`config.mk`:
```
export PLATFORM = sky130hd
export DESIGN_NAME = counter_periph_top
export DESIGN_NICKNAME = d
export VERILOG_FILES = /design/src/counter_pkg.sv /design/src/count_datapath.sv /design/src/count_ctrl.sv /design/src/event_status.sv /design/src/axil_reg_slave.sv /design/src/counter_periph_top.sv
export SDC_FILE = /design/constraint.sdc
export NUM_CORES = 1
export LEC_CHECK = 0
export BUFFER_PORTS_ARGS = -buffer_cell sky130_fd_sc_hd__clkbuf_2
export CORE_MARGIN = 5
export CORE_UTILIZATION = 49
export DETAILED_ROUTE_END_ITERATION = 10
export PLACE_DENSITY = 0.77
export SYNTH_ARGS = -nofsm -noshare
export SYNTH_HDL_FRONTEND = slang
export SYNTH_SLANG_ARGS = --single-unit
```
`constraint.sdc`:
```
create_clock -name clk -period 2.9 [get_ports clk]
set_input_delay 0.29 -clock clk [delete_from_list [all_inputs] [get_ports clk]]
set_output_delay 0.29 -clock clk [all_outputs]
set_load 0.05 [all_outputs]
```
`src/counter_pkg.sv`:
```
////////////////////////////////////////////////////////////
// Shared widths, register map and types for the counter
// peripheral. Modules refer to these by scoped name.
////////////////////////////////////////////////////////////

package counter_pkg;

    // Widths
    localparam int COUNT_W = 16;
    localparam int DATA_W  = 32;
    localparam int ADDR_W  = 4;

    typedef logic [COUNT_W-1:0] count_t;    // Count or load value
    typedef logic [DATA_W-1:0]  axi_data_t;
    typedef logic [ADDR_W-1:0]  axi_addr_t; // Byte address

    // Register byte offsets
    localparam axi_addr_t REG_CTRL   = 4'h0;
    localparam axi_addr_t REG_LOAD   = 4'h4;
    localparam axi_addr_t REG_COUNT  = 4'h8;
    localparam axi_addr_t REG_STATUS = 4'hC;

    // CTRL register bits
    localparam int CTRL_RUN    = 0;
    localparam int CTRL_DOWN   = 1; // 1 counts down
    localparam int CTRL_IRQ_EN = 2;
    localparam int CTRL_LOAD   = 3; // Write 1 requests a load, reads pending flag

    // STATUS register bits, write 1 to clear
    localparam int ST_OVF = 0;
    localparam int ST_UNF = 1;

    localparam logic [1:0] RESP_OKAY = 2'b00;

    // Counter control states
    typedef enum logic [1:0] {
        IDLE,
        COUNT,
        UNDERFLOW,
        OVERFLOW
    } ctrl_state_e;

endpackage

```
`src/count_datapath.sv`:
```
////////////////////////////////////////////////////////////
// Count register for the peripheral. Applies the command
// from the control FSM and keeps a registered output copy.
////////////////////////////////////////////////////////////

module count_datapath (
    input  logic                clk,
    input  logic                rst,
    input  counter_pkg::count_t load_value,
    input  logic                do_load,
    input  logic                do_inc,
    input  logic                do_dec,
    input  logic                wrap_zero,
    input  logic                wrap_max,
    output counter_pkg::count_t count_value,
    output logic                at_zero,
    output logic                at_max
);

    counter_pkg::count_t count;

    // Only one command arrives per cycle
    always_ff @(posedge clk or posedge rst) begin
        if (rst) begin
            count <= '0;
        end else begin
            if (do_load)
                count <= load_value;
            else if (wrap_zero)
                count <= '0;
            else if (wrap_max)
                count <= '1;
            else if (do_inc)
                count <= count + 1'b1;
            else if (do_dec)
                count <= count - 1'b1;
        end
    end

    // Output lags the internal count by one cycle
    always_ff @(posedge clk or posedge rst) begin
        if (rst)
            count_value <= '0;
        else
            count_value <= count;
    end

    // Boundary flags from the live count
    assign at_zero = (count == '0);
    assign at_max  = (count == '1); // All ones

endmodule

```
`src/count_ctrl.sv`:
```
////////////////////////////////////////////////////////////
// Counter control FSM. Sequences load, count steps, wrap
// and event pulses as one-cycle datapath commands.
////////////////////////////////////////////////////////////

module count_ctrl (
    input  logic clk,
    input  logic rst,
    input  logic run,
    input  logic down,
    input  logic load_pending,
    input  logic at_zero,
    input  logic at_max,
    output logic load_ack,
    output logic do_load,
    output logic do_inc,
    output logic do_dec,
    output logic wrap_zero,
    output logic wrap_max,
    output logic ovf_pulse,
    output logic unf_pulse
);

    counter_pkg::ctrl_state_e state, state_next;

    always_ff @(posedge clk or posedge rst) begin
        if (rst)
            state <= counter_pkg::IDLE;
        else
            state <= state_next;
    end

    always_comb begin
        state_next = state;
        load_ack   = 1'b0;
        do_load    = 1'b0;
        do_inc     = 1'b0;
        do_dec     = 1'b0;
        wrap_zero  = 1'b0;
        wrap_max   = 1'b0;
        ovf_pulse  = 1'b0;
        unf_pulse  = 1'b0;
        case (state)
            counter_pkg::IDLE: begin
                if (load_pending) begin // Load before start
                    do_load  = 1'b1;
                    load_ack = 1'b1;
                end else if (run) begin
                    state_next = counter_pkg::COUNT;
                end
            end
            counter_pkg::COUNT: begin
                if (!run) begin
                    state_next = counter_pkg::IDLE;
                end else if (!down) begin
                    if (at_max) begin   // Leaving the top wraps to zero
                        wrap_zero  = 1'b1;
                        ovf_pulse  = 1'b1;
                        state_next = counter_pkg::OVERFLOW;
                    end else begin
                        do_inc = 1'b1;
                    end
                end else if (at_zero) begin
                    wrap_max   = 1'b1;
                    unf_pulse  = 1'b1;
                    state_next = counter_pkg::UNDERFLOW;
                end else begin
                    do_dec = 1'b1;
                end
            end
            counter_pkg::UNDERFLOW, counter_pkg::OVERFLOW: state_next = counter_pkg::IDLE;
            default: state_next = counter_pkg::IDLE;
        endcase
    end

    // An event is followed by a quiet cycle before the next one
    a_evt_exclusive: assert property (@(posedge clk) disable iff (rst)
        (ovf_pulse || unf_pulse) |-> !(ovf_pulse && unf_pulse) ##1 !(ovf_pulse || unf_pulse));
    a_step_exclusive: assert property (@(posedge clk) disable iff (rst)
        !(do_inc && do_dec));

endmodule

```
`src/event_status.sv`:
```
////////////////////////////////////////////////////////////
// Sticky overflow and underflow flags with write-1-to-clear
// and the interrupt output.
////////////////////////////////////////////////////////////

module event_status (
    input  logic       clk,
    input  logic       rst,
    input  logic       ovf_pulse,
    input  logic       unf_pulse,
    input  logic [1:0] clear_mask,
    input  logic       irq_en,
    output logic       status_ovf,
    output logic       status_unf,
    output logic       irq
);

    // A new event outranks a clear in the same cycle
    always_ff @(posedge clk or posedge rst) begin
        if (rst) begin
            status_ovf <= 1'b0;
            status_unf <= 1'b0;
        end else begin
            if (ovf_pulse)
                status_ovf <= 1'b1;
            else if (clear_mask[counter_pkg::ST_OVF])
                status_ovf <= 1'b0;

            if (unf_pulse)
                status_unf <= 1'b1;
            else if (clear_mask[counter_pkg::ST_UNF])
                status_unf <= 1'b0;
        end
    end

    // Level interrupt while any flag is set
    assign irq = irq_en && (status_ovf || status_unf);

endmodule

```
`src/axil_reg_slave.sv`:
```
////////////////////////////////////////////////////////////
// AXI4-Lite register slave for the counter peripheral.
// Holds CTRL, LOAD and the pending load request, and
// returns count and sticky status on reads.
////////////////////////////////////////////////////////////

module axil_reg_slave (
    input  logic                  clk,
    input  logic                  rst,
    // Write address
    input  logic                  awvalid,
    output logic                  awready,
    input  counter_pkg::axi_addr_t awaddr,
    // Write data
    input  logic                  wvalid,
    output logic                  wready,
    input  counter_pkg::axi_data_t wdata,
    // Write response
    output logic                  bvalid,
    input  logic                  bready,
    output logic [1:0]            bresp,
    // Read address
    input  logic                  arvalid,
    output logic                  arready,
    input  counter_pkg::axi_addr_t araddr,
    // Read data
    output logic                  rvalid,
    input  logic                  rready,
    output counter_pkg::axi_data_t rdata,
    output logic [1:0]            rresp,
    // Core side
    input  counter_pkg::count_t   count_value,
    input  logic                  status_ovf,
    input  logic                  status_unf,
    input  logic                  load_ack,
    output logic                  run,
    output logic                  down,
    output logic                  irq_en,
    output logic                  load_pending,
    output counter_pkg::count_t   load_value,
    output logic [1:0]            clear_mask
);

    logic                   wr_fire;
    logic                   rd_fire;
    counter_pkg::axi_data_t rd_mux;

    // Address and data taken together, only with no response waiting
    assign wr_fire = awvalid && wvalid && !bvalid;
    assign rd_fire = arvalid && !rvalid;

    assign awready = wr_fire;
    assign wready  = wr_fire;
    assign arready = rd_fire;
    assign bresp   = counter_pkg::RESP_OKAY;
    assign rresp   = counter_pkg::RESP_OKAY; // Unmapped reads are OKAY too

    // Register writes
    always_ff @(posedge clk or posedge rst) begin
        if (rst) begin
            run          <= 1'b0;
            down         <= 1'b0;
            irq_en       <= 1'b0;
            load_pending <= 1'b0;
            load_value   <= '0;
        end else begin
            if (load_ack)
                load_pending <= 1'b0;
            if (wr_fire) begin
                case (awaddr)
                    counter_pkg::REG_CTRL: begin
                        run    <= wdata[counter_pkg::CTRL_RUN];
                        down   <= wdata[counter_pkg::CTRL_DOWN];
                        irq_en <= wdata[counter_pkg::CTRL_IRQ_EN];
                        if (wdata[counter_pkg::CTRL_LOAD])
                            load_pending <= 1'b1; // New request beats an ack
                    end
                    counter_pkg::REG_LOAD: load_value <= wdata[counter_pkg::COUNT_W-1:0];
                    default: ;
                endcase
            end
        end
    end

    // One-cycle clear toward the status block
    always_ff @(posedge clk or posedge rst) begin
        if (rst)
            clear_mask <= 2'b00;
        else if (wr_fire && awaddr == counter_pkg::REG_STATUS)
            clear_mask <= {wdata[counter_pkg::ST_UNF], wdata[counter_pkg::ST_OVF]};
        else
            clear_mask <= 2'b00;
    end

    // Write response channel
    always_ff @(posedge clk or posedge rst) begin
        if (rst)
            bvalid <= 1'b0;
        else if (wr_fire)
            bvalid <= 1'b1;
        else if (bready)
            bvalid <= 1'b0;
    end

    // Read data selection
    always_comb begin
        rd_mux = '0;
        case (araddr)
            counter_pkg::REG_CTRL: begin
                rd_mux[counter_pkg::CTRL_RUN]    = run;
                rd_mux[counter_pkg::CTRL_DOWN]   = down;
                rd_mux[counter_pkg::CTRL_IRQ_EN] = irq_en;
                rd_mux[counter_pkg::CTRL_LOAD]   = load_pending;
            end
            counter_pkg::REG_LOAD:  rd_mux[counter_pkg::COUNT_W-1:0] = load_value;
            counter_pkg::REG_COUNT: rd_mux[counter_pkg::COUNT_W-1:0] = count_value;
            counter_pkg::REG_STATUS: begin
                rd_mux[counter_pkg::ST_OVF] = status_ovf;
                rd_mux[counter_pkg::ST_UNF] = status_unf;
            end
            default: rd_mux = '0;
        endcase
    end

    always_ff @(posedge clk) begin
        if (rd_fire)
            rdata <= rd_mux;
    end

    always_ff @(posedge clk or posedge rst) begin
        if (rst)
            rvalid <= 1'b0;
        else if (rd_fire)
            rvalid <= 1'b1;
        else if (rready)
            rvalid <= 1'b0;
    end

    // Responses stay up until the master takes them
    a_bvalid_hold: assert property (@(posedge clk) disable iff (rst)
        bvalid && !bready |=> bvalid);
    a_rvalid_hold: assert property (@(posedge clk) disable iff (rst)
        rvalid && !rready |=> rvalid && $stable(rdata));

endmodule

```
`src/counter_periph_top.sv`:
```
////////////////////////////////////////////////////////////
// Counter peripheral top. AXI4-Lite register slave around
// the count FSM, its datapath and the event status block.
////////////////////////////////////////////////////////////

module counter_periph_top (
    input  logic                   clk,
    input  logic                   rst,
    input  logic                   awvalid,
    output logic                   awready,
    input  counter_pkg::axi_addr_t awaddr,
    input  logic                   wvalid,
    output logic                   wready,
    input  counter_pkg::axi_data_t wdata,
    output logic                   bvalid,
    input  logic                   bready,
    output logic [1:0]             bresp,
    input  logic                   arvalid,
    output logic                   arready,
    input  counter_pkg::axi_addr_t araddr,
    output logic                   rvalid,
    input  logic                   rready,
    output counter_pkg::axi_data_t rdata,
    output logic [1:0]             rresp,
    output logic                   irq
);

    counter_pkg::count_t count_value, load_value;
    logic                run, down, irq_en, load_pending, load_ack;
    logic                status_ovf, status_unf;
    logic [1:0]          clear_mask;
    logic                do_load, do_inc, do_dec, wrap_zero, wrap_max;
    logic                at_zero, at_max, ovf_pulse, unf_pulse;

    axil_reg_slave i_axil_reg_slave (
        .clk(clk), .rst(rst),
        .awvalid(awvalid), .awready(awready), .awaddr(awaddr),
        .wvalid(wvalid), .wready(wready), .wdata(wdata),
        .bvalid(bvalid), .bready(bready), .bresp(bresp),
        .arvalid(arvalid), .arready(arready), .araddr(araddr),
        .rvalid(rvalid), .rready(rready), .rdata(rdata), .rresp(rresp),
        .count_value(count_value), .status_ovf(status_ovf), .status_unf(status_unf),
        .load_ack(load_ack), .run(run), .down(down), .irq_en(irq_en),
        .load_pending(load_pending), .load_value(load_value), .clear_mask(clear_mask)
    );

    count_ctrl i_count_ctrl (
        .clk(clk), .rst(rst), .run(run), .down(down), .load_pending(load_pending),
        .at_zero(at_zero), .at_max(at_max), .load_ack(load_ack), .do_load(do_load),
        .do_inc(do_inc), .do_dec(do_dec), .wrap_zero(wrap_zero), .wrap_max(wrap_max),
        .ovf_pulse(ovf_pulse), .unf_pulse(unf_pulse)
    );

    count_datapath i_count_datapath (
        .clk(clk), .rst(rst), .load_value(load_value), .do_load(do_load),
        .do_inc(do_inc), .do_dec(do_dec), .wrap_zero(wrap_zero), .wrap_max(wrap_max),
        .count_value(count_value), .at_zero(at_zero), .at_max(at_max)
    );

    event_status i_event_status (
        .clk(clk), .rst(rst), .ovf_pulse(ovf_pulse), .unf_pulse(unf_pulse),
        .clear_mask(clear_mask), .irq_en(irq_en),
        .status_ovf(status_ovf), .status_unf(status_unf), .irq(irq)
    );

endmodule

```
==> results.ini, run 1 <==
[run_status]
outcome=complete, no violations

[logic_synthesis]
ys_seq_area_share_pct=50.4
synth_edf_count=16
ys.flop_type=dfrtp_1
synthDistinctLibCells=51
ys_async_sr_fraction_pct=78.9
syn_avg_cell_area_um2=11.3
synth_seq_cells=76
postSynthCellCount=349
ys_warn_count=0
netlist_area_mm2=0.00394

[power]
pwr-share-seq_pct=34.0
combPwrFrac_pct=47.5
intPower_mw=2.66
switching_share_pct=37.7
ir_drop_v=0.000315
p_clk_share_pct=18.5
power_density_mw_per_mm2=906
p_total_mw=4.27
p_sw_mw=1.61
p_leak_nw=2.32

[cts]
htree_levels=3
cts_tree=done
clk_pin_slew_ns=0.08
clk_path_buf_depth=2
cts_hold_buf=0
root_buffer=clkbuf_8
cts_buffers=9
clock-sinks=76
clkLatencyLatePin_ns=0.34

[critical_path]
critPathMaxStageDelay_ns=0.44
path_cells=nand4_1 > nor4_4 > nor3_4 > buf_4 > fa_1 > nand2b_1 > a21oi_2 > o21ai_1 > o211ai_1 > mux2i_1 > a21oi_1
required_ns=3.11
slowest_stage=fa_1
path_class=flop to flop
worstPathMaxFanout=3
cp_data_arrival_time_ns=3.01
start_kind=flop
end_kind=flop

[global_route]
grt_max_degree=61
grt_pass1_wl_um=14400
gr-total-overflow=0
grt_antenna_before_repair=0
grt.total_usage_pct=18.1
grt_pass1_vias=2972

[timing]
drv_slew=0
period_share_pct=96.4
min_period_ns=2.80
tightest_slew_ns=0.741
tns_ns=0
hold_viol_final=0
layout_setup_ws_ns=0.103
slew_headroom_pct=50.6
setup_violations=0
skew_ns=0.00900
whs_ns=0.111
fmax_ghz=0.358

[floorplan]
coreArea_mm2=0.00777
fp.dieW_um=99.6
die-area_mm2=0.00992
io_pins=89
num_rows=32
start_util_pct=50.7
die_h_um=99.6

[hold_path]
min_path_type=input pin to flop

[drt]
finalWirelength_um=8500
routedWlPerCell_um=15.6
num_vias=2986
drt_iter0_drc=147
via_per_inst=5.48
dr.pass1.iters=4
antenna_left=0
drcViolationCount=0

[final_layout]
nets=502
fin_cells=545
seq_area_mm2=0.00198
final_area_mm2=0.00471
multi_input_area_mm2=0.00179
nFillCells=610
layout-drive-gt1-share_pct=30.7
final_core_util_pct=60.6
diodes=0
areaGrowthSynthToFinish_pct=19.7

[job]
maxCapViolCount=0

[place]
dpl_cell_area_mm2=0.00447
hpwlAfterDp_um=6610
post-place-ws_ns=-0.0531
gp_congestion=0.882
portBuffers=52
place_inst=528

-- synthesized netlist by cell type, types with 3 or more instances --
master	count	share of area [%]
nand3_1	8	1.0
o211ai_1	4	0.76
a21o_1	9	1.7
a21oi_1	28	3.6
nor4_2	3	0.95
nor3_1	5	0.64
nand4_1	7	1.1
mux2_2	14	4.0
nand3b_1	4	0.76
ha_1	16	5.1
buf_4	22	4.2
nor2_1	16	1.5
a22oi_1	8	1.5
xor2_1	8	1.8
nor3b_1	3	0.57
nand2b_1	3	0.48
a22o_1	12	2.7
dfrtp_1	60	38
clkbuf_1	7	0.67
nand2_1	15	1.4
a221o_1	8	2.0
mux2i_1	5	1.3
xnor2_1	3	0.67
inv_1	15	1.4
edfxtp_1	16	12
o21ai_0	18	2.3
-- cells by family (layout without fill, tap and decap cells) --
family | count (synthesis) | count (layout) | share of synthesized area, %
buffers and inverters | 47 | 122 | 7.09
AND/OR/NAND/NOR | 76 | 76 | 10.8
XOR/XNOR | 11 | 11 | 2.45
other | 1 | 20 | 0.0953
AO/OA/AOI/OAI | 100 | 100 | 17.2
flip-flops | 76 | 76 | 50.4
multiplexers | 21 | 21 | 6.42
adder cells (fa/ha/maj) | 17 | 17 | 5.60
-- what timing repair did --
item | CTS | global route
pin swaps | 2 | 2
buffers inserted | 0 | 1
setup endpoints to repair | 7 | 9
gates resized for setup | 3 | 7
gates cloned | 0 | 0
-- sequential cells by signal, summed over array words and instances (netlist names), 2 cells and up --
name	count
i_axil_reg_slave.clear_mask	2
i_axil_reg_slave.load_value	16
i_axil_reg_slave.rdata	16
i_count_ctrl.state	2
i_count_datapath.count	16
i_count_datapath.count_value	16
-- worst max-delay path, delay by kind of cell (launching register included) --
kind,cells,cell delay (ns)
flip-flops,1,0.36
AO/OA/AOI/OAI,4,0.69
multiplexers,1,0.22
buffers and inverters,1,0.15
adder cells (fa/ha/maj),1,0.44
AND/OR/NAND/NOR,4,0.82
-- placed cells by master (no fill, tap or decap), types with 3 or more instances in the layout --
master,count
nor3b_1,3
edfxtp_1,16
dfrtp_1,60
mux2_2,14
nand2b_1,3
a22o_1,12
xnor2_1,3
ha_1,16
nand2_1,15
nand3_1,8
a221o_1,8
nand4_1,7
a22oi_1,8
buf_4,38
a21oi_1,26
clkbuf_8,9
xor2_1,8
o21ai_0,16
mux2i_1,5
inv_1,13
nand3b_1,4
conb_1,20
clkbuf_2,52
a21o_1,9
o211ai_1,4
nor3_1,4
nor2_1,16
-- power by group through the flow --
stage,clock network (mW),registers (mW),logic (mW)
2_1_floorplan,0,1.55,1.29
3_3_place_gp,0,1.46,1.91
3_5_place_dp,0,1.47,1.96
4_1_cts,0.803,1.45,1.98
5_1_grt,0.856,1.48,2.23
6_report,0.789,1.45,2.03
-- worst paths after layout --
path	start	to	slack, ns	cells past startpoint
hold reg to reg	i_axil_reg_slave.clear_mask[1]	i_event_status.status_unf	0.42	1
setup reg to reg	i_count_datapath.count[9]	i_count_datapath.count[14]	0.10	11
max in group asynchronous	rst	i_axil_reg_slave.load_value[8]	2.28	3
min in group asynchronous	rst	i_axil_reg_slave.load_value[2]	0.13	3
hold / removal	rready	i_axil_reg_slave.rvalid	0.11	2
setup / recovery	i_count_datapath.count[9]	i_count_datapath.count[14]	0.10	11
-- layout make-up --
type / count / share of cell area [%]
clock buffer: 9 / 2.63
multi-input combinational: 245 / 38.0
timing repair buffer: 91 / 11.8
tap: 102 / 2.71
sequential: 76 / 42.1
clock inverter: 7 / 1.59
inverter: 15 / 1.20
-- per-layer routing --
layer / wire length (um) / GRT usage, %
met4: 116 / 5.36
met2: 4200 / 30.7
met5: 0 / 0
met3: 481 / 3.30
met1: 3700 / 23.8
Note: power is estimated with default switching activity, not from simulation.
==> run 2: changes to the inputs <==
--- a/config.mk
+++ b/config.mk
@@ -5,11 +5,11 @@
 export SDC_FILE = /design/constraint.sdc
 export NUM_CORES = 1
 export LEC_CHECK = 0
-export BUFFER_PORTS_ARGS = -buffer_cell sky130_fd_sc_hd__clkbuf_2
 export CORE_MARGIN = 5
-export CORE_UTILIZATION = 49
+export CORE_UTILIZATION = 32
 export DETAILED_ROUTE_END_ITERATION = 10
-export PLACE_DENSITY = 0.77
+export DONT_BUFFER_PORTS = 1
+export PLACE_DENSITY = 0.47
 export SYNTH_ARGS = -nofsm -noshare
 export SYNTH_HDL_FRONTEND = slang
 export SYNTH_SLANG_ARGS = --single-unit
==> constraint.sdc (replaced) <==
create_clock -name clk -period 2.8 [get_ports clk]
set_input_delay 0.28 -clock clk [delete_from_list [all_inputs] [get_ports clk]]
set_output_delay 0.28 -clock clk [all_outputs]
set_load 0.05 [all_outputs]
==> run 2 against run 1 <==
Net effect: final area increased by 2.6%; non-clock buffer count decreased by 38; clock-buffer cell count increased by 1; die area grew 47%; critical endpoint is now i_count_datapath.count[9]; global-route usage decreased by 4.7 points.
==> results.ini, run 2 (synthesis results as in run 1) <==
[floorplan]
io_pins=89  ; unchanged
fp.dieW_um=121  ; was 99.6 um
num_rows=40  ; was 32
die-area_mm2=0.0146  ; was 0.00992 mm2
coreArea_mm2=0.0120  ; was 0.00777 mm2
start_util_pct=32.8  ; was 50.7%
die_h_um=121  ; was 99.6 um

[job]
maxCapViolCount=0  ; unchanged

[cts]
root_buffer=clkbuf_16  ; was clkbuf_8
clock-sinks=76  ; unchanged
clkLatencyLatePin_ns=0.33  ; was 0.34 ns
htree_levels=3  ; unchanged
cts_buffers=9  ; unchanged
cts_tree=done  ; unchanged
clk_path_buf_depth=2  ; unchanged
clk_pin_slew_ns=0.06  ; was 0.08 ns

[timing]
skew_ns=0.00494  ; was 0.00900 ns
slew_headroom_pct=45.3  ; was 50.6%
whs_ns=0.0340  ; was 0.111 ns
rsz0062_at_grt=yes
min_period_ns=2.75  ; was 2.80 ns
tightest_slew_ns=0.820  ; was 0.741 ns
tns_ns=0  ; unchanged
fmax_ghz=0.363  ; was 0.358 GHz
period_share_pct=98.3  ; was 96.4%
hold_viol_final=0  ; unchanged
drv_slew=0  ; unchanged
setup_violations=0  ; unchanged

[final_layout]
nFillCells=1153  ; was 610
areaGrowthSynthToFinish_pct=22.8  ; was 19.7%
layout_commonest_cell=dfrtp_1  ; unchanged
nets=464  ; was 502
layout-drive-gt1-share_pct=26.4  ; was 30.7%
final_area_mm2=0.00483  ; was 0.00471 mm2
mostFrequentLayoutCells=dfrtp_1, buf_4, a21oi_1  ; was dfrtp_1, clkbuf_2, buf_4
diodes=0  ; unchanged

[hold_path]
min_path_type=input pin to flop  ; unchanged

[global_route]
grt.total_usage_pct=13.4  ; was 18.1%
grt_pass1_wl_um=15200  ; was 14400 um
grt_antenna_before_repair=0  ; unchanged
grt_max_degree=22  ; was 61
gr-total-overflow=0  ; unchanged
grt_pass1_vias=2834  ; was 2972

[power]
p_leak_nw=2.25  ; was 2.32 nW
ir_drop_v=0.000364  ; was 0.000315 V
power_density_mw_per_mm2=1050  ; was 906 mW/mm2
p_total_mw=5.09  ; was 4.27 mW

[critical_path]
cp_data_arrival_time_ns=2.96  ; was 3.01 ns
worstPathMaxFanout=5  ; was 3
end_kind=flop  ; unchanged
required_ns=3.01  ; was 3.11 ns
start_kind=flop  ; unchanged
reg2reg_slack_ns=0.05  ; was 0.10 ns
path_class=flop to flop  ; unchanged

[place]
hpwlAfterDp_um=7160  ; was 6610 um
dpl_cell_area_mm2=0.00437  ; was 0.00447 mm2
gp_congestion=0.810  ; was 0.882
portBuffers=0  ; was 52

[drt]
routedWlPerCell_um=16.9  ; was 15.6 um
finalWirelength_um=9360  ; was 8500 um
drcViolationCount=0  ; unchanged
antenna_left=0  ; unchanged
via_per_inst=5.08  ; was 5.48
dr.pass1.iters=4  ; unchanged
drt_iter0_drc=167  ; was 147
num_vias=2805  ; was 2986

[run_status]
outcome=complete, no violations  ; unchanged

-- run 2: changes by cell type in the layout (fill, tap and decap cells not counted), sizes merged --
cell | before | now
clkbuf | 61 | 10
dlygate4sd3 | 0 | 1
clkinvlp | 2 | 0
bufinv | 1 | 3
buf | 39 | 52
inv | 17 | 16
-- run 2: report_power, final --
part           internal (mW)  leakage [nW]  switching [mW]
sequential              1.37         0.949           0.196
combinational           1.09          1.13            1.13
clock                  0.872         0.165           0.434
-- run 2: path summary, 6_finish.rpt --
check / cells after the start / from / endpoint
max in group asynchronous: 3 / rst / i_count_datapath.count[14]
min in group asynchronous: 2 / rst / i_axil_reg_slave.rvalid
min reg2reg: 1 / i_axil_reg_slave.clear_mask[1] / i_event_status.status_unf
min: 1 / rready / i_axil_reg_slave.rvalid
max reg2reg: 11 / i_count_datapath.count[7] / i_count_datapath.count[9]
max: 11 / i_count_datapath.count[7] / i_count_datapath.count[9]
-- run 2: worst max-delay path, cell delays in order (launching register included) --
cell and delay, ns:
dfrtp_1 0.36, nand4_1 0.16, nor4_4 0.40, nor3_4 0.09
inv_2 0.13, ha_1 0.26, o211ai_1 0.22, o211ai_1 0.19
a21boi_2 0.21, xor2_1 0.22, a21oi_1 0.10, a221o_1 0.28
-- run 2: final cells by class --
type / instances / area [um2] / area share [%]
timing repair buffer: 53 / 408 / 8.44
clock buffer: 10 / 229 / 4.74
sequential: 76 / 1980 / 41.0
tap: 147 / 184 / 3.81
clock inverter: 6 / 111 / 2.30
inverter: 15 / 56.3 / 1.17
multi-input combinational: 245 / 1860 / 38.5
-- run 2: routing by layer --
layer / global-route usage [%] / up-vias / share of wire (%) / wire length [um]
li1: - / 1364 / - / -
met1: 18.3 / 1356 / 48 / 4460
met2: 21.3 / 73 / 46 / 4340
met3: 2.52 / 12 / 4.5 / 417
met4: 4.53 / 0 / 1.6 / 146
met5: 0 / - / 0 / 0
-- run 2: through the flow --
step / utilization [%] / worst slack [ns] / instances
2_1_floorplan: - / 0.0977 / 368
3_3_place_gp: 36.4 / -0.100 / 535
3_5_place_dp: 36.4 / -0.118 / 535
4_1_cts: 39.9 / 0.00447 / 552
5_1_grt: 40.2 / -0.131 / 552
6_report: 40.2 / 0.0477 / 552
-- run 2: repair_timing --
action                     in CTS  in global routing
hold buffers                    1                  0
setup buffers                   0                  1
hold endpoints to repair       18                  0
pin swaps                       7                 10
resized for setup              12                  8
setup endpoints to repair       7                 11
cloned                          0                  0
